`src/common/cpu_config_pkg.sv`:
```
package cpu_config_pkg;

  localparam int data_width = 32;
  localparam int addr_width = 32;
  localparam int inst_width = 32;
  localparam int reg_addr_width = 5;
  localparam int num_regs = 2 ** reg_addr_width;
  localparam int dmem_words = 16;
  localparam int dmem_idx_width = $clog2(dmem_words);

  typedef logic [data_width-1:0] data_t;
  typedef logic [addr_width-1:0] addr_t;
  typedef logic [inst_width-1:0] inst_t;
  typedef logic [reg_addr_width-1:0] reg_addr_t;

  // R-type view of an instruction word; I-type immediate is the low 16 bits
  typedef struct packed {
    logic [5:0] opcode;
    reg_addr_t  rs;
    reg_addr_t  rt;
    reg_addr_t  rd;
    logic [4:0] shamt;
    logic [5:0] funct;
  } inst_fields_t;

  localparam logic [5:0] op_rtype = 6'h00;
  localparam logic [5:0] op_beq   = 6'h04;
  localparam logic [5:0] op_addi  = 6'h08;
  localparam logic [5:0] op_lw    = 6'h23;
  localparam logic [5:0] op_sw    = 6'h2b;

  localparam logic [5:0] funct_add = 6'h20;
  localparam logic [5:0] funct_sub = 6'h22;
  localparam logic [5:0] funct_and = 6'h24;
  localparam logic [5:0] funct_or  = 6'h25;
  localparam logic [5:0] funct_slt = 6'h2a;

  typedef enum logic [2:0] {
    alu_add = 3'd0,
    alu_sub = 3'd1,
    alu_and = 3'd2,
    alu_or  = 3'd3,
    alu_slt = 3'd4
  } alu_op_t;

  typedef enum logic [1:0] {
    mem_none  = 2'd0,
    mem_load  = 2'd1,
    mem_store = 2'd2
  } mem_op_t;

endpackage

```
`src/common/pipe_types_pkg.sv`:
```
package pipe_types_pkg;

  import cpu_config_pkg::*;

  // All-zero value of each struct is the bubble

  typedef struct packed {
    inst_t instr;
    addr_t pc;
  } if_id_t;

  typedef struct packed {
    reg_addr_t rs;
    reg_addr_t rt;
    reg_addr_t dest;
    data_t     rs_data;
    data_t     rt_data;
    data_t     imm;
    alu_op_t   alu_op;
    logic      alu_src;    // Second operand from immediate
    mem_op_t   mem_op;
    logic      reg_write;
    logic      branch;
    addr_t     pc_plus4;
  } id_ex_t;

  typedef struct packed {
    data_t     alu_result;
    data_t     store_data;
    reg_addr_t dest;
    mem_op_t   mem_op;
    logic      reg_write;
  } ex_mem_t;

  typedef struct packed {
    data_t     result;     // Loaded word or ALU result
    reg_addr_t dest;
    logic      reg_write;
  } mem_wb_t;

  typedef struct packed {
    logic      we;
    reg_addr_t addr;
    data_t     data;
  } wb_port_t;

endpackage

```
`src/logic/data_mem.sv`:
```
`timescale 1ns/1ps

module data_mem (
  input  logic                    clk,
  input  logic                    reset,
  input  pipe_types_pkg::ex_mem_t ex_mem,
  output cpu_config_pkg::data_t   load_data
);

  import cpu_config_pkg::*;

  data_t                     mem [dmem_words];
  logic [dmem_idx_width-1:0] word_idx;

  // Byte address from the ALU, one word per entry
  assign word_idx = ex_mem.alu_result[dmem_idx_width+1:2];

  always_ff @(posedge clk) begin
    if (reset) begin
      for (int i = 0; i < dmem_words; i++) begin
        mem[i] <= '0;
      end
    end else if (ex_mem.mem_op == mem_store) begin
      mem[word_idx] <= ex_mem.store_data;
    end
  end

  assign load_data = mem[word_idx];

  a_addr_in_range: assert property (
    @(posedge clk) disable iff (reset)
    (ex_mem.mem_op != mem_none) |-> ((ex_mem.alu_result >> 2) < dmem_words)
  );

endmodule

```
`config.mk`:
```
export PLATFORM = sky130hd
export DESIGN_NAME = data_mem
export DESIGN_NICKNAME = d
export VERILOG_FILES = /design/src/common/cpu_config_pkg.sv /design/src/common/pipe_types_pkg.sv /design/src/logic/data_mem.sv
export SDC_FILE = /design/constraint.sdc
export NUM_CORES = 1
export LEC_CHECK = 0
export BUFFER_PORTS_ARGS = -buffer_cell sky130_fd_sc_hd__buf_2
export CAP_MARGIN = 30
export CORE_ASPECT_RATIO = 1.4
export CORE_UTILIZATION = 35
export CTS_BUF_LIST = sky130_fd_sc_hd__clkbuf_8
export DETAILED_ROUTE_END_ITERATION = 7
export SYNTH_ARGS = -nofsm -noshare
export SYNTH_HDL_FRONTEND = slang
export SYNTH_SLANG_ARGS = --single-unit
export TNS_END_PERCENT = 1
```
`constraint.sdc`:
```
create_clock -name clk -period 9 [get_ports clk]
set_clock_uncertainty 0.05 [all_clocks]
set_input_delay 2.7 -clock clk [delete_from_list [all_inputs] [get_ports clk]]
set_output_delay 2.7 -clock clk [all_outputs]
set_load 0.005 [all_outputs]
```
### Word level (Yosys, flattened, before mapping)

Memory sizes are Yosys's and may differ from the RTL's.
Cells that the tools add are included.

| word-level totals | value |
|---|---|
| memories | 1 |
| memory bits (writable) | 512 |
| input port bits | 74 |
| flip-flop bits (word level) | 0 |

Memory list:

| memory | words | width | rd ports | clocked after memory_dff | write ports | RTL line | text |
|---|---|---|---|---|---|---|---|
| mem | 16 | 32 | 1 | 0 | 16 | data_mem.sv:12 | `data_t mem [dmem_words];` |

| operators by class | value |
|---|---|
| equal/unequal tests | 1 |
| reductions and logical operators | 1 |
| mux-type cells | 8 |

Operators with widths:

| kind | number |
|---|---|
| $mux W32 | 1 |
| $reduce_or A32 Y1 | 1 |
| $mux W1 | 6 |
| $mux W4 | 1 |
| $eq A2 B2 Y1 const B | 1 |

### Longest topological paths before layout

| logic depth | value |
|---|---|
| depth after elaboration | 6 |
| gate-level depth with buffers | 6 |
| depth with buffers taken out | 3 |

### Worst setup path before layout

OpenSTA, ideal clock, no wires.

| path | value |
|---|---|
| path type | in2out |
| from | input port ex_mem[42] in the netlist's numbering |
| to | output port load_data[10] |
| stages | 5 |
| data required time | 6250 ps |
| arrival | 3886 ps |
| path slack | 2364 ps |
| cells stage by stage | buf_2 > buf_4 > mux4_2 > a22oi_1 > nand2_1 |

| on the way | value |
|---|---|
| word-level cells in the longest chain between the ends | 1 |

Ends and longest elaborated chain:

| element | RTL line | text |
|---|---|---|
| from (decl) | data_mem.sv:6 | `input pipe_types_pkg::ex_mem_t ex_mem,` |
| $mem_v2 Z16 W32 | - |  |
| to (decl) | data_mem.sv:7 | `output cpu_config_pkg::data_t load_data` |

No other way between the ends.

### Worst setup path after layout

| path | value |
|---|---|
| from | input port ex_mem[42] in the netlist's numbering |
| to | output port load_data[16] |

Same word-level chain as after synthesis.

==> flow_summary.json <==
{
  "outcome": "completed",
  "cts_root_buf": "clkbuf_8",
  "stdcell_count": 2461,
  "grt.total_usage_pct": 18.48,
  "crit_start": "ex_mem[42]",
  "ys_seq_elements": 512,
  "first_pass_iters": 5,
  "area_growth_pct": 11.34,
  "cts-resized-gates": 0,
  "holdPathStages": 3,
  "drv_cap": 0,
  "overflow": 0,
  "dp.cells": 2341,
  "syn_nets": 1597,
  "tns_ns": 0,
  "cp-end-kind": "output port",
  "row_count": 108,
  "leakage_nw": 7.805,
  "seq_area_frac_synth_pct": 69.82,
  "gp_congestion": 0.7098,
  "die_area_sq_mm": 0.06393,
  "dp.final_hpwl_mm": 32.06,
  "largest_reg_flops": 512,
  "drtAntennaViolNets": 0,
  "drive_above_1_share_pct": 21.54,
  "ctsHoldBuffers": 0,
  "slew_headroom_pct": 31.07,
  "synth_area_sq_mm": 0.02202,
  "seq_area_sq_mm": 0.01537,
  "io_buffer_count": 71,
  "grt_pass1_wl_mm": 86.59,
  "cts_htree_levels": 3,
  "regMostFlops": "mem",
  "max_freq_mhz": 130.9,
  "cp_slowest_cell": "clkbuf_8",
  "core_sq_mm": 0.06216,
  "multi_input_area_sq_mm": 0.006168,
  "totalPowerFinal_mw": 4.811,
  "fillers": 5810,
  "start_util_pct": 35.42,
  "antenna_found_initial": 6,
  "hold_class": "input port to register",
  "drt-total-wl_mm": 58.92,
  "crit_path_max_incr_delay_ns": 0.62,
  "clkSinkCount": 512,
  "fin_crit_ns": 7.641,
  "crit_required_ns": 6.25,
  "avgSynthCellArea_sq_um": 14.46,
  "fin_crit_sh_pct": 84.90,
  "grt_pass1_vias": 13920,
  "numCtsBuffers": 69,
  "cp.arrival_ns": 4.89,
  "cts_buffer_depth": 3,
  "clk_pin_slew_ns": 0.07,
  "grt_setup_unrepaired": "false",
  "path_max_fanout": 60,
  "die_h_microns": 298.8,
  "hold_viol": 0,
  "maxSlewViolCount": 0,
  "drt-initial-drc-count": 1232,
  "die_w_microns": 214.0,
  "post-cts-setup-buffer-count": 0,
  "setup_viol": 0,
  "num_vias": 13190,
  "powerDensity_mw_per_mm2": 196.2,
  "nets": 1661,
  "synth_cells": 1523,
  "critPathKind": "input port to output port",
  "hp-start": "ex_mem[9]",
  "cts_tree": "yes",
  "wl_per_cell_microns": 23.94,
  "viasPerCell": 5.358,
  "vdd_ir_drop_max_uv": 80.98,
  "yosysUniqueCellTypes": 17,
  "io_pins": 106,
  "worst_pin_slew_ns": 1.034,
  "cp_cell_sequence": "clkbuf_8, buf_4, mux4_2, a22oi_1, nand2_1, buf_2",
  "reg.largest.list": "mem x512",
  "grt_start_max_net_pins": 69,
  "setup.worst_path.start_class": "input port",
  "drc_errors": 0,
  "yosysWarnings": 0
}
[per-stage QoR]
stage	hold slack [ns]	cell area [sq um]	util, %	setup WS, ns
after floorplan	2.907	22020	-	2.365
after global placement	3.066	23300	37.48	1.288
after detailed placement	3.082	23300	37.48	1.283
after CTS	2.425	24510	39.43	1.275
after global routing	2.467	24510	39.44	1.137
final	2.465	24520	39.44	1.359
[cells by family (layout without fill, tap and decap cells)]
| kind of cell | Yosys count | after routing | synth area share (%) |
|---|---|---|---|
| compound gates | 80 | 80 | 2.750 |
| buf+inv | 118 | 229 | 2.477 |
| flops | 512 | 512 | 69.82 |
| mux | 128 | 128 | 13.09 |
| other cells | 0 | 2 | 0 |
| simple gates | 685 | 685 | 11.86 |
[report_power, final]
group	switching [mW]	leakage, nW	internal, mW
sequential	0.0307	4.87	2.75
clock	0.847	0.706	0.778
combinational	0.255	2.23	0.154
total	1.13	7.80	3.68
[critical path: cells and delay by family]
family	cells	cell delay (ns)
buffers and inverters	3	1.21
muxes	1	0.54
AOI/OAI and AO/OA	1	0.23
and+or+nand+nor	1	0.19
[layout make-up]
class | instances | share of cell area [%]
clock buffers | 73 | 4.098
flip-flops and latches | 512 | 62.71
clock inverters | 45 | 0.8625
repair buffers | 111 | 2.940
multi-input cells | 893 | 25.16
well taps | 825 | 4.210
diodes | 2 | 0.02041
[metal layers]
metal / part of all wire [%] / track usage (%) / vias up
li1: - / - / 5705
met1: 38 / 22.84 / 6834
met2: 52 / 32.76 / 547
met3: 6.9 / 2.860 / 95
met4: 2.7 / 6.441 / 4
met5: 0.042 / 0 / -
[cell usage in the layout, fill, tap and decap left out, drive strengths merged]
master / netlist / layout
and4bb: 1 / 1
nand2: 162 / 162
inv: 0 / 18
nor2: 513 / 513
and2: 2 / 2
clkinv: 0 / 26
buf: 56 / 110
a21o: 12 / 12
bufinv: 0 / 1
clkbuf: 62 / 74
nor4b: 1 / 1
a31o: 4 / 4
edfxtp: 512 / 512
mux4: 128 / 128
nor2b: 4 / 4
a22oi: 64 / 64
diode: 0 / 2
nand2b: 2 / 2
[synth_stat cells]
master,n,area [sq um]
and4bb_2,1,12.51
clkbuf_1,62,232.7
and2_1,2,12.51
mux4_2,128,2883
a21o_1,12,90.09
nand2_1,162,608.1
edfxtp_1,512,15370
buf_1,9,33.78
a31o_2,4,35.03
buf_6,3,33.78
nor2b_1,4,25.02
a22oi_1,64,480.5
nor2_1,513,1926
buf_4,10,75.07
buf_2,34,170.2
nor4b_2,1,15.01
nand2b_1,2,12.51
[worst paths after layout]
check | slack, ns | endpoint
setup / recovery | 1.36 | load_data[16]
hold / removal | 2.46 | mem[1][1]
Note: power is estimated with default switching activity, not from simulation.
