`config.mk`:
```
export PLATFORM = sky130hd
export DESIGN_NAME = reg_file
export DESIGN_NICKNAME = d
export VERILOG_FILES = /design/src/common/cpu_config_pkg.sv /design/src/common/pipe_types_pkg.sv /design/src/logic/reg_file.sv
export SDC_FILE = /design/constraint.sdc
export NUM_CORES = 2
export LEC_CHECK = 0
export BUFFER_PORTS_ARGS = -buffer_cell sky130_fd_sc_hd__buf_2
export CAP_MARGIN = 25
export CORE_MARGIN = 1.5
export CORE_UTILIZATION = 68
export CTS_BUF_LIST = sky130_fd_sc_hd__clkbuf_16
export DETAILED_ROUTE_END_ITERATION = 10
export PLACE_DENSITY = 0.83
export SLEW_MARGIN = 20
export SYNTH_ARGS = -nofsm -noshare
export SYNTH_HDL_FRONTEND = slang
export SYNTH_SLANG_ARGS = --single-unit
```
`constraint.sdc`:
```
create_clock -name clk -period 7 [get_ports clk]
set_input_delay 0.7 -clock clk [delete_from_list [all_inputs] [get_ports clk]]
set_output_delay 0.7 -clock clk [all_outputs]
set_load 0.005 [all_outputs]
```
`src/common/cpu_config_pkg.sv`:
```
package cpu_config_pkg;

  localparam int data_width = 32;
  localparam int addr_width = 32;
  localparam int inst_width = 32;
  localparam int reg_addr_width = 5;
  localparam int num_regs = 2 ** reg_addr_width;
  localparam int dmem_words = 16;
  localparam int dmem_idx_width = $clog2(dmem_words);

  typedef logic [data_width-1:0] data_t;
  typedef logic [addr_width-1:0] addr_t;
  typedef logic [inst_width-1:0] inst_t;
  typedef logic [reg_addr_width-1:0] reg_addr_t;

  // R-type view of an instruction word; I-type immediate is the low 16 bits
  typedef struct packed {
    logic [5:0] opcode;
    reg_addr_t  rs;
    reg_addr_t  rt;
    reg_addr_t  rd;
    logic [4:0] shamt;
    logic [5:0] funct;
  } inst_fields_t;

  localparam logic [5:0] op_rtype = 6'h00;
  localparam logic [5:0] op_beq   = 6'h04;
  localparam logic [5:0] op_addi  = 6'h08;
  localparam logic [5:0] op_lw    = 6'h23;
  localparam logic [5:0] op_sw    = 6'h2b;

  localparam logic [5:0] funct_add = 6'h20;
  localparam logic [5:0] funct_sub = 6'h22;
  localparam logic [5:0] funct_and = 6'h24;
  localparam logic [5:0] funct_or  = 6'h25;
  localparam logic [5:0] funct_slt = 6'h2a;

  typedef enum logic [2:0] {
    alu_add = 3'd0,
    alu_sub = 3'd1,
    alu_and = 3'd2,
    alu_or  = 3'd3,
    alu_slt = 3'd4
  } alu_op_t;

  typedef enum logic [1:0] {
    mem_none  = 2'd0,
    mem_load  = 2'd1,
    mem_store = 2'd2
  } mem_op_t;

endpackage

```
`src/common/pipe_types_pkg.sv`:
```
package pipe_types_pkg;

  import cpu_config_pkg::*;

  // All-zero value of each struct is the bubble

  typedef struct packed {
    inst_t instr;
    addr_t pc;
  } if_id_t;

  typedef struct packed {
    reg_addr_t rs;
    reg_addr_t rt;
    reg_addr_t dest;
    data_t     rs_data;
    data_t     rt_data;
    data_t     imm;
    alu_op_t   alu_op;
    logic      alu_src;    // Second operand from immediate
    mem_op_t   mem_op;
    logic      reg_write;
    logic      branch;
    addr_t     pc_plus4;
  } id_ex_t;

  typedef struct packed {
    data_t     alu_result;
    data_t     store_data;
    reg_addr_t dest;
    mem_op_t   mem_op;
    logic      reg_write;
  } ex_mem_t;

  typedef struct packed {
    data_t     result;     // Loaded word or ALU result
    reg_addr_t dest;
    logic      reg_write;
  } mem_wb_t;

  typedef struct packed {
    logic      we;
    reg_addr_t addr;
    data_t     data;
  } wb_port_t;

endpackage

```
`src/logic/reg_file.sv`:
```
`timescale 1ns/1ps

module reg_file (
  input  logic                      clk,
  input  logic                      reset,
  input  cpu_config_pkg::reg_addr_t rs_addr,
  input  cpu_config_pkg::reg_addr_t rt_addr,
  input  pipe_types_pkg::wb_port_t  wb,
  output cpu_config_pkg::data_t     rs_data,
  output cpu_config_pkg::data_t     rt_data
);

  import cpu_config_pkg::*;

  data_t regs [num_regs];

  always_ff @(posedge clk) begin
    if (reset) begin
      for (int i = 0; i < num_regs; i++) begin
        regs[i] <= '0;
      end
    end else if (wb.we && wb.addr != '0) begin
      regs[wb.addr] <= wb.data;
    end
  end

  // Same-cycle write is visible to decode
  assign rs_data = (rs_addr == '0) ? '0 :
                   (wb.we && wb.addr == rs_addr) ? wb.data : regs[rs_addr];
  assign rt_data = (rt_addr == '0) ? '0 :
                   (wb.we && wb.addr == rt_addr) ? wb.data : regs[rt_addr];

endmodule

```
* After elaboration in Yosys (flattened, before gate mapping)
Memories as Yosys holds them, arrays and structs flattened.
Index checks and enable logic that the tools add are counted.
W data, S select, Z words.
** Word-level totals
- Output and inout port bits :: 64
- Register bits :: 0
- RAM bits :: 1024
- Input port bits :: 50
- Memories :: 1
** Memories
- regs :: words 32, width 32, read ports 2, clocked after Yosys merged registers in 0, write ports 32, RTL line reg_file.sv:15 : data_t regs [num_regs];
** Cells by class
- Multiplexer cells :: 12
- Equality and inequality tests :: 2
- Reduce and logical (&&, ||, !) cells :: 7
** Operator list (count)
- $mux W32 :: 5
- $reduce_or A32 Y1 :: 1
- $eq A5 B5 Y1 :: 2
- $logic_not A5 Y1 :: 2
- $mux W1 :: 6
- $mux W5 :: 1
- $reduce_bool A5 Y1 :: 1
- $logic_and A1 B1 Y1 :: 3

* Logic depth before layout (Yosys ltp)
- Word-level depth :: 7
- Gate-level depth with buffers :: 10
- Mapped depth without buffers :: 5

* Least setup slack after synthesis
OpenSTA, ideal clock, no wires.
- Kind :: input to output
- Start :: input port rt_addr[1]
- End :: output port rt_data[10]
- Cell stages on the path :: 7
- Buffers on the path :: 3
- Slack :: 3817 ps
- Data arrival time :: 2483 ps
- Path through :: buf_2 -> buf_1 -> clkbuf_1 -> mux4_2 -> a2111oi_0 -> a21oi_1 -> a22o_1
** Between the ends
- Word-level cells in the longest chain between the ends :: 4
** Ends and longest elaborated chain
- start, declared :: RTL line reg_file.sv:7 : input cpu_config_pkg::reg_addr_t rt_addr,
- parallel branches: the longest is 3 deep, another holds $mem_v2 Z32 W32
- $mux W32 (*) :: RTL line reg_file.sv:30 : assign rt_data = (rt_addr == '0) ? '0 :
- end, declared :: RTL line reg_file.sv:10 : output cpu_config_pkg::data_t rt_data
Mark *: on every way between the ends.

* Worst setup path in the final report
- Start :: input port rs_addr[4]
- End :: output port rs_data[12]
** Between the ends
- Word-level cells in the longest chain between the ends :: 4
** Ends and longest elaborated chain
- start, declared :: RTL line reg_file.sv:6 : input cpu_config_pkg::reg_addr_t rs_addr,
- parallel branches: the longest is 3 deep, another holds $mem_v2 Z32 W32
- $mux W32 (*) :: RTL line reg_file.sv:28 : assign rs_data = (rs_addr == '0) ? '0 :
- end, declared :: RTL line reg_file.sv:9 : output cpu_config_pkg::data_t rs_data,
Marked as above.

==> flow_summary.json <==
{
  "outcome": "completed",
  "dp.cells": 4642,
  "ant_nets": 0,
  "grt_pass1_wl_um": 271000,
  "yosysSeqAreaShare_pct": 56.2,
  "synthFlopType": "edfxtp_1",
  "fp.dieW_um": 287,
  "vias": 39100,
  "critPathTopFamily": "buffers and inverters",
  "finalHoldViolCount": 0,
  "cts_root_buf": "clkbuf_16",
  "hpwlAfterDp_um": 109000,
  "crit_arrival_ps": 4250,
  "hold_depth": 2,
  "ys_top_cells_by_area": "edfxtp_1 56%, mux4_2 16%, and2_1 11%",
  "cts_buffers": 106,
  "hp-class": "input pin to flip-flop",
  "whs_ps": 660,
  "start_kind": "input pin",
  "crit_chain": "buf_2 > inv_1 > nor2_2 > buf_4 > a22oi_1 > a21oi_1 > a211o_1 > buf_2",
  "setup_viol": 0,
  "cp_max_fo": 29,
  "grt_overflow": 0,
  "firstDrtPassIters": 6,
  "postCtsSetupRepairBufs": 0,
  "max_slew_margin_pct": 20.4,
  "peakVddDrop_mv": 0.239,
  "drive_above_1_share_pct": 23.1,
  "die_h_um": 287,
  "power.density_nw_per_um2": 247,
  "worst-path-buf-inv": 4,
  "via_per_inst": 8.06,
  "finalNonFillerCells": 4851,
  "num-fill-cells": 4627,
  "synth_common_cells": "1024 x edfxtp_1, 994 x and2_1, 388 x mux4_2, 302 x clkbuf_1, 281 x mux2i_1",
  "period_needed_ps": 4950,
  "htreeDepth": 3,
  "post-route-drc-count": 0,
  "post_drt_wl_per_cell_um": 39.9,
  "antenna_found_initial": 13,
  "critical-path-max-stage-delay_ps": 810,
  "placed_area_um2": 56300,
  "timing_worst_setup_path_type": "input pin to output port",
  "grt_pass1_vias": 38500,
  "ys_ff_latch": 1024,
  "cts_tree": "yes",
  "grt_start_max_net_pins": 100,
  "timing.setup.tns_ps": 0,
  "async_flop_share_pct": 0,
  "grtUsageTotal_pct": 47.3,
  "worstPathRequired_ps": 6300,
  "drt_wl_total_um": 194000,
  "final_area_um2": 59700,
  "place_congestion": 0.961,
  "cts.sinks": 1024,
  "yosysWarnings": 0,
  "fin_util_pct": 75.3,
  "synth_edf_count": 1024,
  "endpoint_kind": "output port",
  "io_pins": 114,
  "synth_top_area_share_pct": 56.2,
  "top_register": "regs",
  "reg_top3": "regs x1024",
  "syn_area_per_cell_um2": 14.6,
  "syn_area_um2": 54700,
  "clock_path_buffers": 3,
  "critPathSlowestCell": "inv_1",
  "area_growth_pct": 9.05,
  "dieArea_um2": 82200,
  "worst_pin_slew_ps": 1190,
  "synth_cells": 3740,
  "maxCapViolations": 0,
  "slew_violations": 0,
  "fin_crit_sh_pct": 70.8,
  "nets": 3751,
  "fmax_ghz": 0.202,
  "core-area_um2": 79300,
  "rows": 103,
  "start_util_pct": 69.0,
  "synthDistinctLibCells": 50,
  "synth.most_common_cell": "edfxtp_1",
  "cts_hold_buffers": 0,
  "drtIter0Drc": 7670,
  "p_leak_nw": 21.3,
  "synth_largest_area_cell": "edfxtp_1",
  "ctsResizeCount": 0,
  "port_buffers": 113,
  "cp_num_cells": 8,
  "largest_register_ffs": 1024,
  "cp_common_cell": "buf_2",
  "cts.clk_slew.worst_paths_ps": 60,
  "rsz0062_at_grt": "false"
}
[routing by layer]
| metal | vias to the layer above | GRT usage, % | wire length, µm |
|---|---|---|---|
| li1 | 14400 | - | - |
| met1 | 19000 | 58.5 | 57900 |
| met2 | 4568 | 69.1 | 84200 |
| met3 | 1106 | 16.8 | 33600 |
| met4 | 6 | 35.5 | 17900 |
| met5 | - | 0 | 44 |
[placed cells by master, fill, tap and decap left out, types with 41 or more instances in the layout]
| cell type | count |
|---|---|
| a22oi_1 | 133 |
| o221ai_1 | 42 |
| edfxtp_1 | 1024 |
| o22ai_1 | 41 |
| clkbuf_16 | 108 |
| buf_4 | 111 |
| a22o_1 | 55 |
| mux2i_1 | 281 |
| a21oi_1 | 78 |
| buf_2 | 107 |
| mux4_2 | 388 |
| and2_1 | 994 |
[path summary, 6_finish.rpt]
kind	to	startpoint	slack, ps
min	regs[4][24]$_SDFFCE_PN0P_	wb[24]	660
max	rs_data[12]	rs_addr[4]	2050
[stage by stage]
| stage | setup WS [ps] | total power, mW |
|---|---|---|
| 6_report | 2050 | 14.8 |
| 2_1_floorplan | 3820 | 8.41 |
| 3_3_place_gp | 2200 | 9.08 |
| 5_1_grt | 2030 | 15.0 |
| 4_1_cts | 2220 | 14.6 |
| 3_5_place_dp | 2150 | 9.16 |
[final cells by class]
class / instances / area, µm² / share of cell area, %
Antenna cell: 13 / 32.5 / 0.0545
Clock buffer: 108 / 2700 / 4.53
Clock inverter: 87 / 682 / 1.14
Inverter: 2 / 7.51 / 0.0126
Multi-Input combinational cell: 2331 / 22500 / 37.7
Sequential cell: 1024 / 30700 / 51.5
Tap cell: 1050 / 1310 / 2.20
Timing Repair Buffer: 236 / 1690 / 2.82
[where the power goes]
group,switching (mW),leakage [nW],total (mW),internal [mW]
logic,1.16,9.77,1.88,0.718
clock network,2.45,1.74,5.61,3.16
registers,0.192,9.75,7.28,7.09
[cell families after synthesis]
| kind of cell | count (synthesis) | synth area share, % |
|---|---|---|
| buffers and inverters | 416 | 3.23 |
| multiplexers | 674 | 21.2 |
| flip-flops | 1024 | 56.2 |
| AND/OR/NAND/NOR | 1146 | 12.7 |
| XOR/XNOR | 10 | 0.160 |
| other | 1 | 0.00685 |
| AO/OA/AOI/OAI | 469 | 6.45 |
Note: power is estimated with default switching activity, not from simulation.
