## src/common/cpu_config_pkg.sv

```systemverilog
package cpu_config_pkg;

  localparam int data_width = 32;
  localparam int addr_width = 32;
  localparam int inst_width = 32;
  localparam int reg_addr_width = 5;
  localparam int num_regs = 2 ** reg_addr_width;
  localparam int dmem_words = 16;
  localparam int dmem_idx_width = $clog2(dmem_words);

  typedef logic [data_width-1:0] data_t;
  typedef logic [addr_width-1:0] addr_t;
  typedef logic [inst_width-1:0] inst_t;
  typedef logic [reg_addr_width-1:0] reg_addr_t;

  // R-type view of an instruction word; I-type immediate is the low 16 bits
  typedef struct packed {
    logic [5:0] opcode;
    reg_addr_t  rs;
    reg_addr_t  rt;
    reg_addr_t  rd;
    logic [4:0] shamt;
    logic [5:0] funct;
  } inst_fields_t;

  localparam logic [5:0] op_rtype = 6'h00;
  localparam logic [5:0] op_beq   = 6'h04;
  localparam logic [5:0] op_addi  = 6'h08;
  localparam logic [5:0] op_lw    = 6'h23;
  localparam logic [5:0] op_sw    = 6'h2b;

  localparam logic [5:0] funct_add = 6'h20;
  localparam logic [5:0] funct_sub = 6'h22;
  localparam logic [5:0] funct_and = 6'h24;
  localparam logic [5:0] funct_or  = 6'h25;
  localparam logic [5:0] funct_slt = 6'h2a;

  typedef enum logic [2:0] {
    alu_add = 3'd0,
    alu_sub = 3'd1,
    alu_and = 3'd2,
    alu_or  = 3'd3,
    alu_slt = 3'd4
  } alu_op_t;

  typedef enum logic [1:0] {
    mem_none  = 2'd0,
    mem_load  = 2'd1,
    mem_store = 2'd2
  } mem_op_t;

endpackage

```

## src/common/pipe_types_pkg.sv

```systemverilog
package pipe_types_pkg;

  import cpu_config_pkg::*;

  // All-zero value of each struct is the bubble

  typedef struct packed {
    inst_t instr;
    addr_t pc;
  } if_id_t;

  typedef struct packed {
    reg_addr_t rs;
    reg_addr_t rt;
    reg_addr_t dest;
    data_t     rs_data;
    data_t     rt_data;
    data_t     imm;
    alu_op_t   alu_op;
    logic      alu_src;    // Second operand from immediate
    mem_op_t   mem_op;
    logic      reg_write;
    logic      branch;
    addr_t     pc_plus4;
  } id_ex_t;

  typedef struct packed {
    data_t     alu_result;
    data_t     store_data;
    reg_addr_t dest;
    mem_op_t   mem_op;
    logic      reg_write;
  } ex_mem_t;

  typedef struct packed {
    data_t     result;     // Loaded word or ALU result
    reg_addr_t dest;
    logic      reg_write;
  } mem_wb_t;

  typedef struct packed {
    logic      we;
    reg_addr_t addr;
    data_t     data;
  } wb_port_t;

endpackage

```

## src/decode/decode_ctrl.sv

```systemverilog
`timescale 1ns/1ps

module decode_ctrl (
  input  pipe_types_pkg::if_id_t  if_id,
  input  cpu_config_pkg::data_t   rs_data,
  input  cpu_config_pkg::data_t   rt_data,
  output pipe_types_pkg::id_ex_t  id_ex_next
);

  import cpu_config_pkg::*;

  inst_fields_t fields;
  data_t        imm_ext;

  assign fields  = if_id.instr;
  assign imm_ext = {{(data_width - 16){if_id.instr[15]}}, if_id.instr[15:0]};

  always_comb begin
    logic known;
    known = 1'b1;
    id_ex_next          = '0;
    id_ex_next.rs       = fields.rs;
    id_ex_next.rt       = fields.rt;
    id_ex_next.rs_data  = rs_data;
    id_ex_next.rt_data  = rt_data;
    id_ex_next.imm      = imm_ext;
    id_ex_next.pc_plus4 = if_id.pc + addr_t'(4);
    case (fields.opcode)
      op_rtype: begin
        id_ex_next.dest      = fields.rd;
        id_ex_next.reg_write = 1'b1;
        case (fields.funct)
          funct_add: id_ex_next.alu_op = alu_add;
          funct_sub: id_ex_next.alu_op = alu_sub;
          funct_and: id_ex_next.alu_op = alu_and;
          funct_or:  id_ex_next.alu_op = alu_or;
          funct_slt: id_ex_next.alu_op = alu_slt;
          default:   known = 1'b0;   // Includes the all-zero word
        endcase
      end
      op_addi: begin
        id_ex_next.dest      = fields.rt;
        id_ex_next.alu_op    = alu_add;
        id_ex_next.alu_src   = 1'b1;
        id_ex_next.reg_write = 1'b1;
      end
      op_lw: begin
        id_ex_next.dest      = fields.rt;
        id_ex_next.alu_op    = alu_add;
        id_ex_next.alu_src   = 1'b1;
        id_ex_next.mem_op    = mem_load;
        id_ex_next.reg_write = 1'b1;
      end
      op_sw: begin
        id_ex_next.alu_op  = alu_add;
        id_ex_next.alu_src = 1'b1;
        id_ex_next.mem_op  = mem_store;
      end
      op_beq: begin
        id_ex_next.alu_op = alu_sub;
        id_ex_next.branch = 1'b1;
      end
      default: known = 1'b0;
    endcase
    if (!known) begin
      id_ex_next = '0;
    end
  end

endmodule

```

## config.mk

```make
export PLATFORM = sky130hd
export DESIGN_NAME = decode_ctrl
export DESIGN_NICKNAME = d
export VERILOG_FILES = /design/src/common/cpu_config_pkg.sv /design/src/common/pipe_types_pkg.sv /design/src/decode/decode_ctrl.sv
export SDC_FILE = /design/constraint.sdc
export NUM_CORES = 1
export LEC_CHECK = 0
export ABC_AREA = 1
export BUFFER_PORTS_ARGS = -buffer_cell sky130_fd_sc_hd__buf_2
export CORE_AREA = 2 2 109 111
export DETAILED_ROUTE_END_ITERATION = 12
export DIE_AREA = 0 0 111 113
export PLACE_DENSITY_LB_ADDON = 0.05
export SLEW_MARGIN = 20
export SYNTH_ARGS = -nofsm -noshare
export SYNTH_HDL_FRONTEND = slang
export SYNTH_SLANG_ARGS = --single-unit
```

## constraint.sdc

```tcl
create_clock -name vclk -period 1.5
set_input_delay 0.075 -clock vclk [all_inputs]
set_output_delay 0.075 -clock vclk [all_outputs]
set_load 0.005 [all_outputs]
```

# Word level (Yosys, flattened, before mapping)
# Cells that the tools add are included.
# op_classes
n_addsub	1
n_eq_ne	9
muxes	10
n_reduce_logical	6
# ops
cell	n
$mux W151	1
$eq A6 B6 Y1 const B	7
$add A32 B3 Y32 const B	1
$pmux W3 S4	1
$pmux W5 S2	1
$eq A6 B3 Y1 const B	1
$eq A6 B4 Y1 const B	1
$logic_not A6 Y1	1
$pmux W3 S2	1
$reduce_or A3 Y1	2
$reduce_or A5 Y1	1
$mux W1	4
$pmux W2 S2	1
$reduce_or A4 Y1	1
$pmux W1 S2	1
$reduce_or A2 Y1	1
# totals
reg_bits	0
inputBits	128
output_inout_bits	151
elab_cells	26

# Depth between registers and ports, before layout
# Gate-level depths: netlist of run 1.
# depth
ltp_word	5
mapped_depth	10
mapped_depth_nobuf	9

# Least setup slack after synthesis of run 1
# No wires, ideal clock.
# synth_timing
path_kind	input-to-output
startpoint	in if_id[59] (netlist bit)
endpoint	out id_ex_next[56] (netlist bit)
arrival_ps	1601
required_ps	1425
slack_ps	-176
path_stages	9
n_path_buf	2
path_cell_list	nor2_2 nand3_2 clkinv_2 o21ai_2 nand2_4 inv_2 buf_2 nor2_1 buf_4
# synth_lines
item	line	source
start: declaration	decode_ctrl.sv:4	input pipe_types_pkg::if_id_t if_id,
end: declaration	decode_ctrl.sv:7	output pipe_types_pkg::id_ex_t id_ex_next

==> flow_results.org, run 1 <==
** Status
- The run finished with clean final reports.

** Pwr
- Leakage component of the power :: 2.73 nW
- Pwr/cell area :: 162 nW/um^2
- IR analysis of the VDD net gives a maximum drop of 0.0000578 V.

** Placed design
- HPWL after DPL :: 9.60 mm
- Before CTS, the worst setup slack after placement is between 0.05 and 0.06 ns.
- Counting tap cells, the placed design contains a total of about 900 instances.
- Port buffering added between 200 and 300 buffers.
- At the end of routability-driven placement, the weighted congestion stood at between 0.8 and 0.9.

** Synthesis
- Cell types with the largest area share after synthesis :: sky130_fd_sc_hd__nor2_2 20%, sky130_fd_sc_hd__inv_1 19%, sky130_fd_sc_hd__nor2_1 17%
- Yosys top cell area share :: 20.0%
- Most used standard cell by instance count after synthesis :: sky130_fd_sc_hd__inv_1
- Averaged over all synthesized cells, the footprint is roughly 4.9 sq um.
- Summed over all instances, the cell type with the most area after synthesis is sky130_fd_sc_hd__nor2_2.
- Top cells by instance count after synthesis :: 121 x sky130_fd_sc_hd__inv_1, 108 x sky130_fd_sc_hd__nor2_1, 103 x sky130_fd_sc_hd__nand2_1
- Gate Count Post-Synth :: a little under 500
- Yosys printed 0 warnings.
- Proportion of synthesized chip area in sequential cells :: 0%
- After synthesis the cells add up to around 2400 sq um.
- When the netlist entered floorplanning its net count stood at between 600 and 700.
- Yosys cell types :: 20

** Global routing
- The number of global-route vias before repair was slightly above 3,000.
- The global routing stage identified its most utilized layer as met2.
- Met1 track utilization from global routing :: between 15 and 20%
- GR Util All Layers :: roughly 15%
- First-pass GRT wire length :: around 16 mm
- Global routing consumed, on the met2 layer, a little under a third of the routing resources.
- Antenna violations before repair :: 1
- Remaining Overflow, GRT :: 0
- Largest net degree at the start of global routing :: 29
- Global routing consumed, on the met3 layer, between 2 and 2.5% of the routing resources.

** Setup path
- Total stage count of the critical path :: 9
- Crit-path slowest cell :: sky130_fd_sc_hd__nor2_1
- The most critical setup path has its startpoint at if_id[3].
- Arrival time at the worst endpoint :: 1.28 ns
- Cells along the critical path :: buf_2 > ha_1 > nand3_1 > inv_1 > nand2_1 > nor2_1 > xnor2_1 > nor2_1 > buf_2
- Worst setup path endpoint :: id_ex_next[18]
- Number of buffers and inverters on the critical path :: 3
- STA classifies the critical path endpoint as an output pin.
- The worst setup path is launched from an input port.
- STA puts the critical path data required time at 1.42 ns.
- The largest single stage delay on the critical path is about 0.21 ns.
- Critical-path maximum fanout :: 3
- The worst setup path is of the input port to output pin kind.
- Cell family contributing the most delay on the critical path :: simple AND/OR/NAND/NOR gates

** Detailed routing
- Total wire length :: between 10 and 15 mm
- The first detailed-routing pass took 4 iterations.
- The count of nets left with antenna violations once routing finished came out at 0.
- In the routed design, unresolved DRC markers number 0.
- Detailed routing inserted a total of 3,480 vias.
- Detail-routed via count per cell :: a little under 4
- After the first detailed-routing iteration, the DRC count stood at 105.
- Dividing the detail-routed wire length by the instance count gives approximately 12 um.

** Finish
- Number of nets in the finished design :: slightly below 900
- The count of cells in the finished layout, fillers not included, comes to approximately 900.
- 0 antenna diodes ended up in the layout.
- Number of clock-tree buffers in the layout :: 0
- From synthesis to final layout, the design area changed by 60.9%.
- In the final layout, the share of cells above drive strength 1 is 50.2%.
- Across the whole layout, storage elements account for 0 sq um.
- Sequential cell count :: 0

** STA
- Setup WS post-layout :: between 0.1 and 0.15 ns
- Static timing analysis puts the maximum clock frequency at around 740 MHz.
- Count of final setup violators :: 0
- The worst pin sits at a relative slew slack of ~80%.
- Setup repair after global routing left no endpoint under its margin.
- At the pin with the least slew margin, the transition time is roughly 0.33 ns.
- The final critical path takes up approximately 90% of the cycle.
- For the finished layout, the period the worst path requires is ~1.4 ns.
- The max-slew violation count came to 0.
- Final total negative setup slack :: 0 ns
- The final number of hold-violating endpoints is 0.

** Min path
- Hold WC Path Type :: input port to output pin

** Floorplanning
- Width of the die :: approximately 110 um
- Initial Utilization :: a little over a fifth
- The die covers around 13,000 sq um.
- In this run the count of I/O pins placed on the die edge is around 280.
- Core region area :: around 11,000 sq um
- Die height :: about 110 um
- Number of cell rows :: 39

** Job
- Max-cap violations in this run came to 0.

** Clock tree
- Post-CTS repair timing setup buffer count :: 0
- Post-CTS resize count :: 0
- Hold-fix buffers, CTS :: 0
[how the worst min path moves through the flow]
stage	from	to	slack, ns	cells past startpoint
4_1_cts	rt_data[6]	id_ex_next[78]	0.43	4
5_1_grt	rt_data[0]	id_ex_next[72]	0.45	4
3_5_place_dp	if_id[0]	id_ex_next[0]	0.43	4
3_3_place_gp	if_id[1]	id_ex_next[1]	0.43	4
2_1_floorplan	if_id[2]	id_ex_next[2]	0.18	1
6_report	if_id[0]	id_ex_next[0]	0.43	4
[power by group]
group	switching, W	leakage (nW)	internal, W
logic	0.000333	2.73	0.000286
clock network	0	0	0
registers	0	0	0
total	0.000333	2.73	0.000286
[worst min-delay path, delay by kind of cell]
kind	cells	cell delay, ns
buf+inv	3	0.24
simple gates	1	0.03
[cell type report]
cell class | instances | area, sq um
well taps | 143 | 179
fillers | 1345 | 7450
inverters | 125 | 475
repair buffers | 294 | 1560
multi-input cells | 334 | 1610
[kinds of logic after synthesis]
family                   Yosys count  share of synthesized area [%]
AND/OR/NAND/NOR                  312                           59.3
buffers and inverters            154                           32.7
AO/OA/AOI/OAI                      6                           1.95
XOR/XNOR                          15                           5.54
adder cells (fa/ha/maj)            1                          0.527
[cell usage in the layout, fill, tap and decap left out]
cell type,instances
sky130_fd_sc_hd__a22oi_1,5
sky130_fd_sc_hd__buf_12,4
sky130_fd_sc_hd__buf_2,279
sky130_fd_sc_hd__buf_4,11
sky130_fd_sc_hd__clkinv_2,1
sky130_fd_sc_hd__ha_1,1
sky130_fd_sc_hd__inv_1,121
sky130_fd_sc_hd__inv_2,2
sky130_fd_sc_hd__inv_6,1
sky130_fd_sc_hd__nand2_1,103
sky130_fd_sc_hd__nand2_4,1
sky130_fd_sc_hd__nand3_1,19
sky130_fd_sc_hd__nand3_2,1
sky130_fd_sc_hd__nand3b_1,1
sky130_fd_sc_hd__nand4_1,1
sky130_fd_sc_hd__nor2_1,107
sky130_fd_sc_hd__nor2_2,76
sky130_fd_sc_hd__nor2_4,1
sky130_fd_sc_hd__nor3_1,2
sky130_fd_sc_hd__o21ai_2,1
sky130_fd_sc_hd__xnor2_1,9
sky130_fd_sc_hd__xor2_1,6
[layer usage]
metal,vias to the layer above,part of all wire (%)
li1,1889,-
met1,1454,39
met2,127,53
met3,8,6.8
met4,2,0.91
met5,-,0.096
[through the flow]
step | total power (W) | hold WS, ns | area (sq um) | util [%]
3_5_place_dp | 0.000626 | 0.432 | 3810 | 33.8
4_1_cts | 0.000629 | 0.434 | 3810 | 33.8
3_3_place_gp | 0.000619 | 0.426 | 3810 | 33.8
2_1_floorplan | 0.000316 | 0.181 | 2380 | -
5_1_grt | 0.000701 | 0.448 | 3820 | 33.9
6_report | 0.000618 | 0.431 | 3820 | 33.9
Power figures use the tool's default switching activity.
==> run 2, diff against run 1 <==
--- a/config.mk
+++ b/config.mk
@@ -7,10 +7,11 @@
 export LEC_CHECK = 0
 export ABC_AREA = 1
 export BUFFER_PORTS_ARGS = -buffer_cell sky130_fd_sc_hd__buf_2
-export CORE_AREA = 2 2 109 111
+export CORE_AREA = 10 10 100 102
 export DETAILED_ROUTE_END_ITERATION = 12
-export DIE_AREA = 0 0 111 113
+export DIE_AREA = 0 0 110 112
 export PLACE_DENSITY_LB_ADDON = 0.05
+export SETUP_SLACK_MARGIN = 0.05
 export SLEW_MARGIN = 20
 export SYNTH_ARGS = -nofsm -noshare
 export SYNTH_HDL_FRONTEND = slang
==> run 2 against run 1 <==
  * Cell area shrank 2.0%
  * Hold slack is essentially flat
  * Critical endpoint is now id_ex_next[124]
  * Via count grew 0.80%
  * Largest power group unchanged
  * Combinational power is essentially flat
==> flow_results.org, run 2 (synthesized netlist as in run 1, its figures left out) <==
** Floorplanning
- Die area :: about 12,000 sq um
- Width of the die :: ~110 um
- Io pins :: about 280
- Once the floorplan was initialized, standard cells occupied around 30% of the core.
- Number of cell rows :: 33
- Core region area :: around 8000 sq um
- The floorplan step set the die height to between 100 and 150 um.

** STA
- Timing would allow up to between 700 and 800 MHz.
- For the final routed database, the setup TNS stands at 0 ns.
- Setup slack closes at 0.130 ns.
- Setup repair after global routing missed its margin :: yes
- Post-route minimum period :: 1.37 ns
- Slew of the pin with the lowest slew margin :: 0.304 ns
- The final number of hold-violating endpoints is 0.
- Count of final setup violators :: 0
- Headroom to the max-slew limit came out at around four fifths.
- Number of pins exceeding their max-slew limit in the final report :: 0
- In the finished design, the share of the clock period the worst path needs comes to 91.3%.

** Detailed routing
- The routed design has ~12 mm of wire.
- Vias post-DR :: ~3,500
- In the routed layout, each cell is associated on average with a via count of a little over 4.
- Dividing the detail-routed wire length by the instance count gives roughly 14 um.
- The detail route stage leaves a number of antenna-violating nets equal to 0.
- The pre-antenna-repair detailed-routing pass consisted of 4 iterations.
- Iteration-0 DRC Markers :: between 100 and 150
- Total DRC errors in the routed layout :: 0

** Placed design
- Timing analysis after detailed placement gives a worst setup slack of ~0.067 ns.
- The placed instances occupy a cell area of approximately 3700 sq um.
- Detailed placement finished with a half-perimeter wire length of between 10 and 15 mm.
- Quantity of I/O buffers inserted on ports :: around 280
- The congestion estimate from routability-driven global placement came to slightly above 0.9.

** Setup path
- Crit Path Category :: input port to output pin
- STA classifies the critical path startpoint as an input port.
- Critical-path maximum fanout :: 11
- Required arrival time at the worst endpoint :: about 1.4 ns
- Category of the worst setup path capture point :: output pin
- For the worst setup path, the data arrival time is 1.29 ns.

** Finish
- Area used by sequential logic in the layout :: 0 sq um
- After the last flow step, the layout net total stands at 879.
- Fraction of final layout cells sized beyond drive strength 1 :: 50.1%
- Commonest cells after routing, fill and taps aside :: 279 x sky130_fd_sc_hd__buf_2, 121 x sky130_fd_sc_hd__inv_1, 106 x sky130_fd_sc_hd__nor2_1
- Number of clock-tree buffers in the layout :: 0
- Diode count :: 0
- Layout Area Growth over Synthesis :: 57.7%
- The library cell used most frequently in the layout, excluding fill and tap cells, is sky130_fd_sc_hd__buf_2.
- The multi-input combinational cells in the finished layout cover a total of 1610 sq um.
- Filler instances :: between 900 and 1,000
- There are 0 flip-flops and latches.
- Summing all non-filler instances in the final layout gives an area of 3740 sq um.

** Job
- Number of max-cap violations :: 0

** Global routing
- The number of antenna violations at the first check in global routing is 0.
- The first global-routing pass estimated roughly 18 mm of wire.
- Summed over all layers, the global routing overflow is 0.
- GR Util All Layers :: 18.0%
- Vias in the first global route :: 3,411
- Entering global routing, the biggest net connects 31 pins.

** Pwr
- In this run the static leakage power is 2.70 nW.
- Pwr/cell area :: ~170 nW/um^2
- Across the VDD grid, the largest voltage drop is around 0.000060 V.
- The design draws between 0.0006 and 0.0007 W.

** Clock tree
- Post-CTS repair timing setup buffer count :: 0

** Min path
- The min-delay analysis places its worst path in the category input port to output pin.

** Status
- The run finished with clean final reports.
[run 2: changes by cell type in the layout (fill, tap and decap cells not counted), sizes merged]
cell and delta:
buf -5
[run 2: through the flow]
| stage | cells | util [%] | hold slack (ns) |
|---|---|---|---|
| global placement | 853 | 46.1 | 0.429 |
| floorplan | 488 | - | 0.181 |
| detailed placement | 853 | 46.1 | 0.432 |
| global route | 853 | 46.5 | 0.447 |
| finish | 853 | 46.5 | 0.431 |
| CTS | 853 | 46.1 | 0.433 |
[run 2: final timing paths]
| path | cells past startpoint | slack (ns) | from | endpoint |
|---|---|---|---|---|
| min | 4 | 0.43 | rt_data[0] | id_ex_next[72] |
| max | 11 | 0.13 | if_id[58] | id_ex_next[124] |
[run 2: metal layers]
layer | share of wire, % | GRT usage [%] | vias up
met2 | 52 | 34.5 | 137
met4 | 0.88 | 1.48 | 0
met5 | 0 | 0 | -
met1 | 38 | 19.9 | 1486
li1 | - | - | 1877
met3 | 9.5 | 4.09 | 8
[run 2: cell type report]
| cell class | instances | share of cell area, % |
|---|---|---|
| Inverter | 125 | 12.8 |
| Timing Repair Buffer | 289 | 40.7 |
| Tap cell | 105 | 3.51 |
| Multi-Input combinational cell | 334 | 43.0 |
[run 2: where the power goes]
group | total [W] | switching (W) | internal [W]
sequential | 0 | 0 | 0
combinational | 0.000621 | 0.000339 | 0.000283
clock | 0 | 0 | 0
[run 2: critical path: stages]
cell                      delay, ns
sky130_fd_sc_hd__buf_2         0.11
sky130_fd_sc_hd__nand2_1       0.08
sky130_fd_sc_hd__inv_2         0.04
sky130_fd_sc_hd__nand3_1       0.09
sky130_fd_sc_hd__nand2_1       0.07
sky130_fd_sc_hd__nor2_2        0.17
sky130_fd_sc_hd__nand2_4       0.11
sky130_fd_sc_hd__inv_8         0.14
sky130_fd_sc_hd__buf_4         0.24
sky130_fd_sc_hd__nor2_2        0.05
sky130_fd_sc_hd__buf_2         0.13
[run 2: timing repair]
item	CTS	global route
gates resized for setup	0	8
endpoints found under the hold margin	0	0
hold buffers	0	0
endpoints found under the setup margin	0	139
